$ cat src/rtl/valu_isa_pkg.sv
// Operation enum, instruction word layout, function codes and accumulator reset value
package valu_isa_pkg;

  ////////////////////////////////////////////////////////////
  // Operations
  ////////////////////////////////////////////////////////////

  typedef enum logic [4:0] {
    OP_NONE,
    VADD, VSUB, VRSUB, VADC, VSBC, VMADC, VMSBC,
    VMIN, VMINU, VMAX, VMAXU,
    VAND, VOR, VXOR,
    VSLL, VSRL, VSRA,
    VMUL, VMULH, VMULHU, VMULHSU,
    VMACC, VNMSAC, VMADD, VNMSUB
  } op_e;

  ////////////////////////////////////////////////////////////
  // Instruction word
  ////////////////////////////////////////////////////////////

  parameter int unsigned InstrWidth = 9;

  typedef logic [5:0] funct_t;

  // Bit 8 acc write, bits 7..6 SEW, bits 5..0 function code
  typedef struct packed {
    logic       acc_write;
    logic [1:0] sew;
    funct_t     funct;
  } instr_t;

  // Accumulator value after reset
  parameter int unsigned AccResetValue = 0;

  ////////////////////////////////////////////////////////////
  // Function codes
  ////////////////////////////////////////////////////////////

  // Add and subtract group
  parameter funct_t FunctVadd    = 6'h00;
  parameter funct_t FunctVsub    = 6'h01;
  parameter funct_t FunctVrsub   = 6'h02;
  parameter funct_t FunctVadc    = 6'h03;
  parameter funct_t FunctVsbc    = 6'h04;
  parameter funct_t FunctVmadc   = 6'h05;
  parameter funct_t FunctVmsbc   = 6'h06;
  // Compare
  parameter funct_t FunctVmin    = 6'h08;
  parameter funct_t FunctVminu   = 6'h09;
  parameter funct_t FunctVmax    = 6'h0a;
  parameter funct_t FunctVmaxu   = 6'h0b;
  // Logic and shifts
  parameter funct_t FunctVand    = 6'h10;
  parameter funct_t FunctVor     = 6'h11;
  parameter funct_t FunctVxor    = 6'h12;
  parameter funct_t FunctVsll    = 6'h18;
  parameter funct_t FunctVsrl    = 6'h19;
  parameter funct_t FunctVsra    = 6'h1a;
  // Multiply and multiply-accumulate
  parameter funct_t FunctVmul    = 6'h20;
  parameter funct_t FunctVmulh   = 6'h21;
  parameter funct_t FunctVmulhu  = 6'h22;
  parameter funct_t FunctVmulhsu = 6'h23;
  parameter funct_t FunctVmacc   = 6'h28;
  parameter funct_t FunctVnmsac  = 6'h29;
  parameter funct_t FunctVmadd   = 6'h2a;
  parameter funct_t FunctVnmsub  = 6'h2b;

endpackage : valu_isa_pkg

$ cat src/rtl/vec_width_pkg.sv
// Element width type, lane width limits and SEW size helper
package vec_width_pkg;

  ////////////////////////////////////////////////////////////
  // Element width
  ////////////////////////////////////////////////////////////

  // SEW encoding as carried in the instruction word
  typedef enum logic [1:0] {
    EW_8  = 2'd0,
    EW_16 = 2'd1,
    EW_32 = 2'd2,
    EW_64 = 2'd3
  } vew_e;

  ////////////////////////////////////////////////////////////
  // Lane limits
  ////////////////////////////////////////////////////////////

  // Narrowest and widest lane that can be built
  parameter int unsigned MinLaneWidth = 8;
  parameter int unsigned MaxLaneWidth = 64;

  // Element size in bits for a SEW code
  function automatic int unsigned sew_bits(vew_e sew);
    return 32'd8 << sew;
  endfunction

endpackage : vec_width_pkg

$ cat src/rtl/valu_req_if.sv
// Decoded request interface between decode and execute stages
interface valu_req_if import valu_isa_pkg::*; import vec_width_pkg::*; #(
  parameter int unsigned Width = 32
);

  logic             valid;
  op_e              op;
  vew_e             sew;
  logic             is_signed;
  logic             carry;
  logic             acc_write;
  logic [Width-1:0] src1;
  logic [Width-1:0] src2;

  // Decoder side
  modport producer (
    output valid, op, sew, is_signed, carry, acc_write, src1, src2
  );

  // Execute side, always accepts
  modport consumer (
    input valid, op, sew, is_signed, carry, acc_write, src1, src2
  );

endinterface : valu_req_if

$ cat src/rtl/simd_lane.sv
// SIMD lane with multiplier, adder/subtractor, SEW-narrowed shifter and result select
module simd_lane import valu_isa_pkg::*; import vec_width_pkg::*; #(
  parameter int unsigned Width = 32
) (
  input  op_e              operation_i,
  input  logic             operation_valid_i,
  input  logic [Width-1:0] op_s1_i,
  input  logic [Width-1:0] op_s2_i,
  input  logic [Width-1:0] op_d_i,
  input  logic             is_signed_i,
  input  logic             carry_i,
  input  vew_e             sew_i,
  output logic [Width-1:0] result_o
);

  localparam int unsigned ShiftWidth = $clog2(Width);

  // Active element size, never wider than the lane
  int unsigned sew_width;
  assign sew_width = (sew_bits(sew_i) > Width) ? Width : sew_bits(sew_i);

  ////////////////////////////////////////////////////////////
  // Multiplier
  ////////////////////////////////////////////////////////////

  logic               is_mult;
  logic [Width-1:0]   mult_op1;
  logic [Width-1:0]   mult_op2;
  logic               mult_sign1;
  logic               mult_sign2;
  logic [2*Width-1:0] mult_result;
  logic [Width-1:0]   mulh_result;

  assign is_mult = operation_valid_i &&
                   (operation_i inside {VMUL, VMULH, VMULHU, VMULHSU,
                                        VMACC, VNMSAC, VMADD, VNMSUB});

  always_comb begin : mult_operands
    mult_op1 = op_s1_i;
    mult_op2 = op_s2_i;
    // Destination forms multiply by the accumulator
    if (operation_i inside {VMADD, VNMSUB}) begin
      mult_op2 = op_d_i;
    end
    // Quiet inputs when idle
    if (!is_mult) begin
      mult_op1 = '0;
      mult_op2 = '0;
    end
  end

  // VMULHSU treats s1 as signed and s2 as unsigned
  assign mult_sign1  = mult_op1[Width-1] & is_signed_i;
  assign mult_sign2  = mult_op2[Width-1] & is_signed_i & (operation_i != VMULHSU);
  assign mult_result = $signed({mult_sign1, mult_op1}) * $signed({mult_sign2, mult_op2});

  // High half taken at the SEW boundary
  assign mulh_result = Width'(mult_result >> sew_width);

  ////////////////////////////////////////////////////////////
  // Adder / subtractor
  ////////////////////////////////////////////////////////////

  logic [Width-1:0] arith_a;   // Subtrahend
  logic [Width-1:0] arith_b;   // Minuend
  logic [Width:0]   sum;
  logic [Width:0]   diff;

  always_comb begin : arith_operands
    unique case (operation_i)
      VMACC, VNMSAC: begin
        arith_a = mult_result[Width-1:0];
        arith_b = op_d_i;
      end
      VMADD, VNMSUB: begin
        arith_a = mult_result[Width-1:0];
        arith_b = op_s2_i;
      end
      VRSUB: begin
        arith_a = op_s2_i;
        arith_b = op_s1_i;
      end
      default: begin
        arith_a = op_s1_i;
        arith_b = op_s2_i;
      end
    endcase
  end

  // Bit Width holds carry-out or borrow-out
  assign sum  = {1'b0, arith_b} + {1'b0, arith_a} + (Width+1)'(carry_i);
  assign diff = {1'b0, arith_b} - {1'b0, arith_a} - (Width+1)'(carry_i);

  // Signed or unsigned compare for min and max
  logic s1_lt_s2;
  assign s1_lt_s2 = $signed({op_s1_i[Width-1] & is_signed_i, op_s1_i}) <
                    $signed({op_s2_i[Width-1] & is_signed_i, op_s2_i});

  ////////////////////////////////////////////////////////////
  // Shifter
  ////////////////////////////////////////////////////////////

  logic [ShiftWidth-1:0] shift_amount;
  logic [Width-1:0]      shift_mask;
  logic                  shift_msb;
  logic [Width-1:0]      shift_operand;

  always_comb begin : shift_operands
    shift_mask    = {Width{1'b1}} >> (Width - sew_width);
    shift_amount  = op_s1_i[ShiftWidth-1:0] & ShiftWidth'(sew_width - 1);
    // Sign extend from SEW for arithmetic right shifts only
    shift_msb     = op_s2_i[sew_width-1] & (operation_i == VSRA);
    shift_operand = (op_s2_i & shift_mask) | ({Width{shift_msb}} & ~shift_mask);
  end

  ////////////////////////////////////////////////////////////
  // Result select
  ////////////////////////////////////////////////////////////

  always_comb begin : result_select
    result_o = '0;
    if (operation_valid_i) begin
      unique case (operation_i)
        VADD, VADC, VMACC, VMADD:          result_o = sum[Width-1:0];
        VSUB, VRSUB, VSBC, VNMSAC, VNMSUB: result_o = diff[Width-1:0];
        VMADC:                             result_o = Width'(sum[Width]);
        VMSBC:                             result_o = Width'(diff[Width]);
        VMIN, VMINU:                       result_o = s1_lt_s2 ? op_s1_i : op_s2_i;
        VMAX, VMAXU:                       result_o = s1_lt_s2 ? op_s2_i : op_s1_i;
        VAND:                              result_o = op_s1_i & op_s2_i;
        VOR:                               result_o = op_s1_i | op_s2_i;
        VXOR:                              result_o = op_s1_i ^ op_s2_i;
        VSLL:                              result_o = shift_operand << shift_amount;
        VSRL:                              result_o = shift_operand >> shift_amount;
        VSRA:                              result_o = $signed(shift_operand) >>> shift_amount;
        VMUL:                              result_o = mult_result[Width-1:0];
        VMULH, VMULHU, VMULHSU:            result_o = mulh_result;
        default:                           result_o = '0;
      endcase
    end
  end

  // Decode stage filters SEW wider than the lane
  always_comb begin : sew_check
    if (operation_valid_i) begin
      a_sew_fits: assert final (sew_bits(sew_i) <= Width)
        else $error("simd_lane: SEW of %0d bits on a %0d bit lane", sew_bits(sew_i), Width);
    end
  end

endmodule : simd_lane

$ cat src/rtl/valu_decoder.sv
// Decode stage with function code decode, SEW check and request register
module valu_decoder import valu_isa_pkg::*; import vec_width_pkg::*; #(
  parameter int unsigned Width = 32
) (
  input  logic                  clk_i,
  input  logic                  reset_i,
  input  logic                  instr_valid_i,
  input  logic [InstrWidth-1:0] instr_i,
  input  logic [Width-1:0]      src1_i,
  input  logic [Width-1:0]      src2_i,
  input  logic                  carry_i,
  valu_req_if.producer          req,
  output logic                  illegal_o
);

  instr_t instr;
  op_e    dec_op;
  vew_e   dec_sew;
  logic   dec_legal;
  logic   dec_signed;
  logic   dec_uses_carry;

  assign instr   = instr_t'(instr_i);
  assign dec_sew = vew_e'(instr.sew);

  ////////////////////////////////////////////////////////////
  // Decode
  ////////////////////////////////////////////////////////////

  always_comb begin : funct_decode
    case (instr.funct)
      FunctVadd:    dec_op = VADD;
      FunctVsub:    dec_op = VSUB;
      FunctVrsub:   dec_op = VRSUB;
      FunctVadc:    dec_op = VADC;
      FunctVsbc:    dec_op = VSBC;
      FunctVmadc:   dec_op = VMADC;
      FunctVmsbc:   dec_op = VMSBC;
      FunctVmin:    dec_op = VMIN;
      FunctVminu:   dec_op = VMINU;
      FunctVmax:    dec_op = VMAX;
      FunctVmaxu:   dec_op = VMAXU;
      FunctVand:    dec_op = VAND;
      FunctVor:     dec_op = VOR;
      FunctVxor:    dec_op = VXOR;
      FunctVsll:    dec_op = VSLL;
      FunctVsrl:    dec_op = VSRL;
      FunctVsra:    dec_op = VSRA;
      FunctVmul:    dec_op = VMUL;
      FunctVmulh:   dec_op = VMULH;
      FunctVmulhu:  dec_op = VMULHU;
      FunctVmulhsu: dec_op = VMULHSU;
      FunctVmacc:   dec_op = VMACC;
      FunctVnmsac:  dec_op = VNMSAC;
      FunctVmadd:   dec_op = VMADD;
      FunctVnmsub:  dec_op = VNMSUB;
      default:      dec_op = OP_NONE;
    endcase
  end

  // Unsigned forms only; VMULHSU counts as signed, the lane clears the s2 sign
  assign dec_signed     = !(dec_op inside {VMINU, VMAXU, VMULHU});
  assign dec_uses_carry = dec_op inside {VADC, VSBC, VMADC, VMSBC};

  // Known code and an element that fits the lane
  assign dec_legal = (dec_op != OP_NONE) && (sew_bits(dec_sew) <= Width);

  ////////////////////////////////////////////////////////////
  // Request register
  ////////////////////////////////////////////////////////////

  always_ff @(posedge clk_i) begin : ctrl_reg
    if (reset_i) begin
      req.valid <= 1'b0;
      illegal_o <= 1'b0;
    end else begin
      req.valid <= instr_valid_i & dec_legal;
      illegal_o <= instr_valid_i & ~dec_legal;
    end
  end

  always_ff @(posedge clk_i) begin : payload_reg
    if (instr_valid_i) begin
      req.op        <= dec_op;
      req.sew       <= dec_sew;
      req.is_signed <= dec_signed;
      // Carry-in only reaches the carry forms
      req.carry     <= carry_i & dec_uses_carry;
      req.acc_write <= instr.acc_write;
      req.src1      <= src1_i;
      req.src2      <= src2_i;
    end
  end

  // One response kind per sampled instruction
  a_valid_illegal_excl: assert property (
    @(posedge clk_i) disable iff (reset_i) !(req.valid && illegal_o)
  ) else $error("valu_decoder: request and illegal strobe together");

endmodule : valu_decoder

$ cat src/rtl/valu_execute.sv
// Execute stage feeding the SIMD lane from the request and the accumulator
module valu_execute import valu_isa_pkg::*; import vec_width_pkg::*; #(
  parameter int unsigned Width = 32
) (
  valu_req_if.consumer     req,
  input  logic [Width-1:0] acc_i,
  output logic             result_valid_o,
  output logic [Width-1:0] result_o,
  output logic             acc_write_o
);

  // Lane must be buildable at this width
  if (Width < MinLaneWidth || Width > MaxLaneWidth) begin : g_width_check
    $error("valu_execute: lane width %0d outside %0d..%0d", Width, MinLaneWidth, MaxLaneWidth);
  end

  logic lane_valid;

  // No operation means nothing to execute
  assign lane_valid = req.valid && (req.op != OP_NONE);

  simd_lane #(
    .Width (Width)
  ) i_simd_lane (
    .operation_i       (req.op),
    .operation_valid_i (lane_valid),
    .op_s1_i           (req.src1),
    .op_s2_i           (req.src2),
    .op_d_i            (acc_i),
    .is_signed_i       (req.is_signed),
    .carry_i           (req.carry),
    .sew_i             (req.sew),
    .result_o          (result_o)
  );

  // Flags travel with the lane result
  assign result_valid_o = lane_valid;
  assign acc_write_o    = lane_valid & req.acc_write;

endmodule : valu_execute

$ cat src/rtl/valu_result.sv
// Result stage with response register, illegal flag and accumulator
module valu_result import valu_isa_pkg::*; #(
  parameter int unsigned Width = 32
) (
  input  logic             clk_i,
  input  logic             reset_i,
  input  logic             result_valid_i,
  input  logic [Width-1:0] result_i,
  input  logic             acc_write_i,
  input  logic             illegal_i,
  output logic [Width-1:0] acc_o,
  output logic             result_valid_o,
  output logic [Width-1:0] result_o,
  output logic             illegal_o
);

  ////////////////////////////////////////////////////////////
  // Response register
  ////////////////////////////////////////////////////////////

  always_ff @(posedge clk_i) begin : flag_reg
    if (reset_i) begin
      result_valid_o <= 1'b0;
      illegal_o      <= 1'b0;
    end else begin
      result_valid_o <= result_valid_i;
      illegal_o      <= illegal_i;
    end
  end

  always_ff @(posedge clk_i) begin : data_reg
    if (result_valid_i) begin
      result_o <= result_i;
    end
  end

  ////////////////////////////////////////////////////////////
  // Accumulator
  ////////////////////////////////////////////////////////////

  // Written on the edge that presents the result
  always_ff @(posedge clk_i) begin : acc_reg
    if (reset_i) begin
      acc_o <= Width'(AccResetValue);
    end else if (result_valid_i && acc_write_i) begin
      acc_o <= result_i;
    end
  end

  a_resp_excl: assert property (
    @(posedge clk_i) disable iff (reset_i) !(result_valid_o && illegal_o)
  ) else $error("valu_result: result and illegal presented together");

  // Illegal and non-writing instructions leave the accumulator alone
  a_acc_write_only: assert property (
    @(posedge clk_i) disable iff (reset_i)
      $changed(acc_o) |-> $past(result_valid_i && acc_write_i)
  ) else $error("valu_result: accumulator changed without a write");

endmodule : valu_result

$ cat src/rtl/valu_top.sv
// Top level with decode, execute and result stages
module valu_top import valu_isa_pkg::*; #(
  parameter int unsigned Width = 32
) (
  input  logic                  clk_i,
  input  logic                  reset_i,
  input  logic                  instr_valid_i,
  input  logic [InstrWidth-1:0] instr_i,
  input  logic [Width-1:0]      src1_i,
  input  logic [Width-1:0]      src2_i,
  input  logic                  carry_i,
  output logic                  result_valid_o,
  output logic [Width-1:0]      result_o,
  output logic                  illegal_o
);

  valu_req_if #(.Width(Width)) req_if ();

  logic             dec_illegal;
  logic             exe_valid;
  logic [Width-1:0] exe_result;
  logic             exe_acc_write;
  logic [Width-1:0] acc;

  valu_decoder #(
    .Width (Width)
  ) i_valu_decoder (
    .clk_i         (clk_i),
    .reset_i       (reset_i),
    .instr_valid_i (instr_valid_i),
    .instr_i       (instr_i),
    .src1_i        (src1_i),
    .src2_i        (src2_i),
    .carry_i       (carry_i),
    .req           (req_if.producer),
    .illegal_o     (dec_illegal)
  );

  valu_execute #(
    .Width (Width)
  ) i_valu_execute (
    .req            (req_if.consumer),
    .acc_i          (acc),
    .result_valid_o (exe_valid),
    .result_o       (exe_result),
    .acc_write_o    (exe_acc_write)
  );

  valu_result #(
    .Width (Width)
  ) i_valu_result (
    .clk_i          (clk_i),
    .reset_i        (reset_i),
    .result_valid_i (exe_valid),
    .result_i       (exe_result),
    .acc_write_i    (exe_acc_write),
    .illegal_i      (dec_illegal),
    .acc_o          (acc),
    .result_valid_o (result_valid_o),
    .result_o       (result_o),
    .illegal_o      (illegal_o)
  );

endmodule : valu_top

$ cat config.mk
export PLATFORM = sky130hd
export DESIGN_NAME = valu_top
export DESIGN_NICKNAME = d
export VERILOG_FILES = /design/src/rtl/valu_isa_pkg.sv /design/src/rtl/vec_width_pkg.sv /design/src/rtl/valu_req_if.sv /design/src/rtl/simd_lane.sv /design/src/rtl/valu_decoder.sv /design/src/rtl/valu_execute.sv /design/src/rtl/valu_result.sv /design/src/rtl/valu_top.sv
export SDC_FILE = /design/constraint.sdc
export NUM_CORES = 2
export LEC_CHECK = 0
export BUFFER_PORTS_ARGS = -buffer_cell sky130_fd_sc_hd__clkbuf_2
export CAP_MARGIN = 15
export CORE_MARGIN = 10
export CORE_UTILIZATION = 40
export DETAILED_ROUTE_END_ITERATION = 8
export GPL_ROUTABILITY_DRIVEN = 0
export PLACE_DENSITY = 0.62
export SYNTH_ARGS = -nofsm -noshare
export SYNTH_HDL_FRONTEND = slang
export SYNTH_SLANG_ARGS = --single-unit
$ cat constraint.sdc
create_clock -name clk_i -period 14.3 [get_ports clk_i]
set_input_delay 2.86 -clock clk_i [delete_from_list [all_inputs] [get_ports clk_i]]
set_output_delay 2.86 -clock clk_i [all_outputs]
set_load 0.005 [all_outputs]
==> flow_summary.yaml <==
status:
  status: "finished with violations"
  violations: "design-rule violations"
clock_tree:
  cts-htree-levels: 4
  numClockSinks: 142
  tritoncts: "yes"
  hold_buffers: 0
  clock_insertion_delay_worst_skew_ns: 0.54
  cts_root_buf: "clkbuf_16"
  clk_pin_slew_ns: 0.07
  numCtsBuffers: 17
  clockBufferDepth: 2
floorplanning:
  die_area_um2: 157000
  die_w_um: 397
  num_rows: 138
  start_util_pct: 40.2
  io_pins: 111
  die_height_um: 397
  core_region_area_um2: 141000
placement:
  port_buffers: 110
  place_ws_ns: 1.07
  dp_cells: 8521
  dp_hpwl_um: 195000
worst_setup_path:
  reg2regPathDepth: 35
  worst-path-buf-inv: 5
  r2r-start: "i_valu_decoder.req.op[1]$_DFFE_PP_"
  crit_start: "i_valu_decoder.req.op[1]$_DFFE_PP_"
  worst_path_max_delay_cell: "mux2i_2"
  required_ns: 14.56
  crit_fanout: 16
  cp_common_cell: "fa_1"
  cp.depth: 35
  crit_path_end_kind: "flop"
  cp_top_family: "adder cells"
  timing.critical_path.to: "i_valu_result.result_o[31]$_DFFE_PP_"
  slowest_delay_ns: 1.04
  worstSetupStartpointType: "flop"
  timing.rr.end: "i_valu_result.result_o[31]$_DFFE_PP_"
  critical_path_arrival_ns: 14.20
  r2r_slack_ns: 0.36
  critical_path_class: "reg2reg"
synthesis:
  yosysMostFrequentCell: "inv_1"
  ys_async_sr_fraction_pct: 0
  syn_avg_cell_area_um2: 8.42
  yosys_warnings: 0
  syn_inst: 6739
  synth_seq_area_share_pct: 6.88
  synthDistinctLibCells: 100
  synth_common_cells: "1,299 x inv_1, 1,129 x fa_1, 880 x nand2_1"
  ys_seq_elements: 142
  synth_area_um2: 56700
  syn_nets: 8349
  synth_edf_count: 106
  yosys.area.top_type: "fa_1"
  synth.area.top_cells: "fa_1 40%, ha_1 8.9%, inv_1 8.6%, nand2_1 5.8%, edfxtp_1 5.6%"
  ys.flop_type: "edfxtp_1"
  synth.top_cell.area_share_pct: 39.8
sta:
  max-slew-margin-rel_pct: 3.83
  min_period_over_period_pct: 97.5
  setup_ws_ns: 0.358
  slew_violations: 0
  max_clock_freq_mhz: 71.7
  fin_skew_ns: 0.0334
  setup_viol: 0
  finalHoldViolations: 0
  fin_crit_ns: 13.94
  setup_tns_ns: 0
  tightestPinTransition_ns: 1.43
  grt_setup_unrepaired: "no"
detailed_routing:
  via_per_inst: 6.10
  first_pass_iters: 9
  ant_nets: 0
  vias: 52300
  wl_per_cell_um: 28.3
  drt_iter0_drc: 8031
  drcViolationCount: 244
  finalWirelength_um: 242000
power:
  power_density_nw_per_um2: 54.0
  p_leak_nw: 25.8
  vdd_drop_max_v: 0.000125
grt:
  grt_max_degree: 83
  grt_pass1_wl_um: 355000
  grt_pass1_vias: 52700
  grt_usage_pct: 30.4
  grt-ovfl-total: 0
  antenna_found_initial: 14
job:
  maxCapViolations: 0
hold_path:
  min_path_type: "reg2reg"
layout:
  multi_input_area_um2: 46600
  regArea_um2: 3900
  post_route_cells_drive_above_1_share_pct: 7.09
  fillers: 14200
  final_cells: 8567
  nets: 8264
  areaGrowthSynthToFinish_pct: 6.52
[state kept, by name (all words and copies together) (netlist names)]
| signal | cells |
|---|---|
| i_valu_decoder.illegal_o | 1 |
| i_valu_decoder.req.acc_write | 1 |
| i_valu_decoder.req.carry | 1 |
| i_valu_decoder.req.is_signed | 1 |
| i_valu_decoder.req.op | 5 |
| i_valu_decoder.req.sew | 2 |
| i_valu_decoder.req.src1 | 32 |
| i_valu_decoder.req.src2 | 32 |
| i_valu_decoder.req.valid | 1 |
| i_valu_result.acc_o | 32 |
| i_valu_result.illegal_o | 1 |
| i_valu_result.result_o | 32 |
| i_valu_result.result_valid_o | 1 |
[cell type report]
type | instances | area share [%]
diodes | 10 | 0.0414
repair buffers | 303 | 3.33
well taps | 1890 | 3.91
inverters | 1301 | 8.08
clock buffers | 17 | 0.704
multi-input cells | 4889 | 77.2
clock inverters | 15 | 0.304
flip-flops and latches | 142 | 6.46
[metal layers]
| layer | vias up | global-route usage [%] | routed length [um] |
|---|---|---|---|
| li1 | 21300 | - | - |
| met4 | 16 | 18.9 | 20100 |
| met2 | 4215 | 42.3 | 96200 |
| met3 | 1124 | 13.0 | 37300 |
| met5 | - | 0.554 | 220 |
| met1 | 25700 | 38.5 | 88300 |
[metrics by stage]
step / power, W / hold slack [ns] / area (um2) / utilization [%]
global route: 0.00337 / 0.480 / 60400 / 42.8
finish: 0.00326 / 0.455 / 60400 / 42.8
CTS: 0.00312 / 0.461 / 60400 / 42.7
global placement: 0.00261 / 0.436 / 59700 / 42.3
detailed placement: 0.00262 / 0.440 / 59800 / 42.3
floorplan: 0.00180 / 0.414 / 56700 / -
[layout by cell type, fill, tap and decap left out, types with 30 or more instances in the layout]
| cell | netlist | final |
|---|---|---|
| buf_4 | 3 | 189 |
| a221oi_1 | 38 | 38 |
| o211ai_1 | 53 | 53 |
| a222oi_1 | 46 | 46 |
| dfxtp_1 | 36 | 36 |
| a211oi_1 | 56 | 56 |
| and2_1 | 42 | 42 |
| inv_1 | 1299 | 1299 |
| a21oi_1 | 213 | 211 |
| mux2i_1 | 93 | 76 |
| nand2b_1 | 47 | 47 |
| xnor2_1 | 81 | 81 |
| nand3_1 | 62 | 62 |
| fa_1 | 1129 | 1129 |
| nand2_1 | 880 | 879 |
| nand4_1 | 38 | 38 |
| mux4_2 | 30 | 30 |
| a31oi_1 | 39 | 37 |
| clkbuf_2 | 0 | 109 |
| a22oi_1 | 58 | 58 |
| xor2_1 | 46 | 46 |
| o21ai_0 | 231 | 212 |
| nor3_1 | 50 | 49 |
| nor2_1 | 750 | 744 |
| edfxtp_1 | 106 | 106 |
| a21o_1 | 55 | 55 |
| ha_1 | 404 | 404 |
[power breakdown]
part           switching, W  internal, W
Clock              0.000256     0.000236
Combinational       0.00154     0.000699
Sequential        0.0000675     0.000471
Total               0.00186      0.00141
[kinds of logic after synthesis]
group                    after synthesis  synth area share [%]
XOR/XNOR                             127                  1.96
buffers and inverters               1708                  11.4
AND/OR/NAND/NOR                     2000                  14.8
multiplexers                         136                  3.12
adder cells (fa/ha/maj)             1533                  48.8
flip-flops                           142                  6.88
AO/OA/AOI/OAI                       1093                  13.1
[worst min path at each step]
stage | from | cells past startpoint | slack, ns | endpoint
floorplan | i_valu_decoder.illegal_o$_SDFF_PP0_ | 1 | 0.41 | i_valu_result.illegal_o$_SDFF_PP0_
global placement | i_valu_decoder.illegal_o$_SDFF_PP0_ | 1 | 0.44 | i_valu_result.illegal_o$_SDFF_PP0_
detailed placement | i_valu_decoder.illegal_o$_SDFF_PP0_ | 1 | 0.44 | i_valu_result.illegal_o$_SDFF_PP0_
CTS | i_valu_decoder.illegal_o$_SDFF_PP0_ | 1 | 0.46 | i_valu_result.illegal_o$_SDFF_PP0_
global route | i_valu_decoder.illegal_o$_SDFF_PP0_ | 1 | 0.48 | i_valu_result.illegal_o$_SDFF_PP0_
finish | i_valu_decoder.illegal_o$_SDFF_PP0_ | 1 | 0.45 | i_valu_result.illegal_o$_SDFF_PP0_
[what timing repair did]
action	CTS	global route
setup endpoints to repair	0	2
resized for setup	0	2
setup buffers	0	0
No activity file was read; power rests on OpenSTA's default activity.
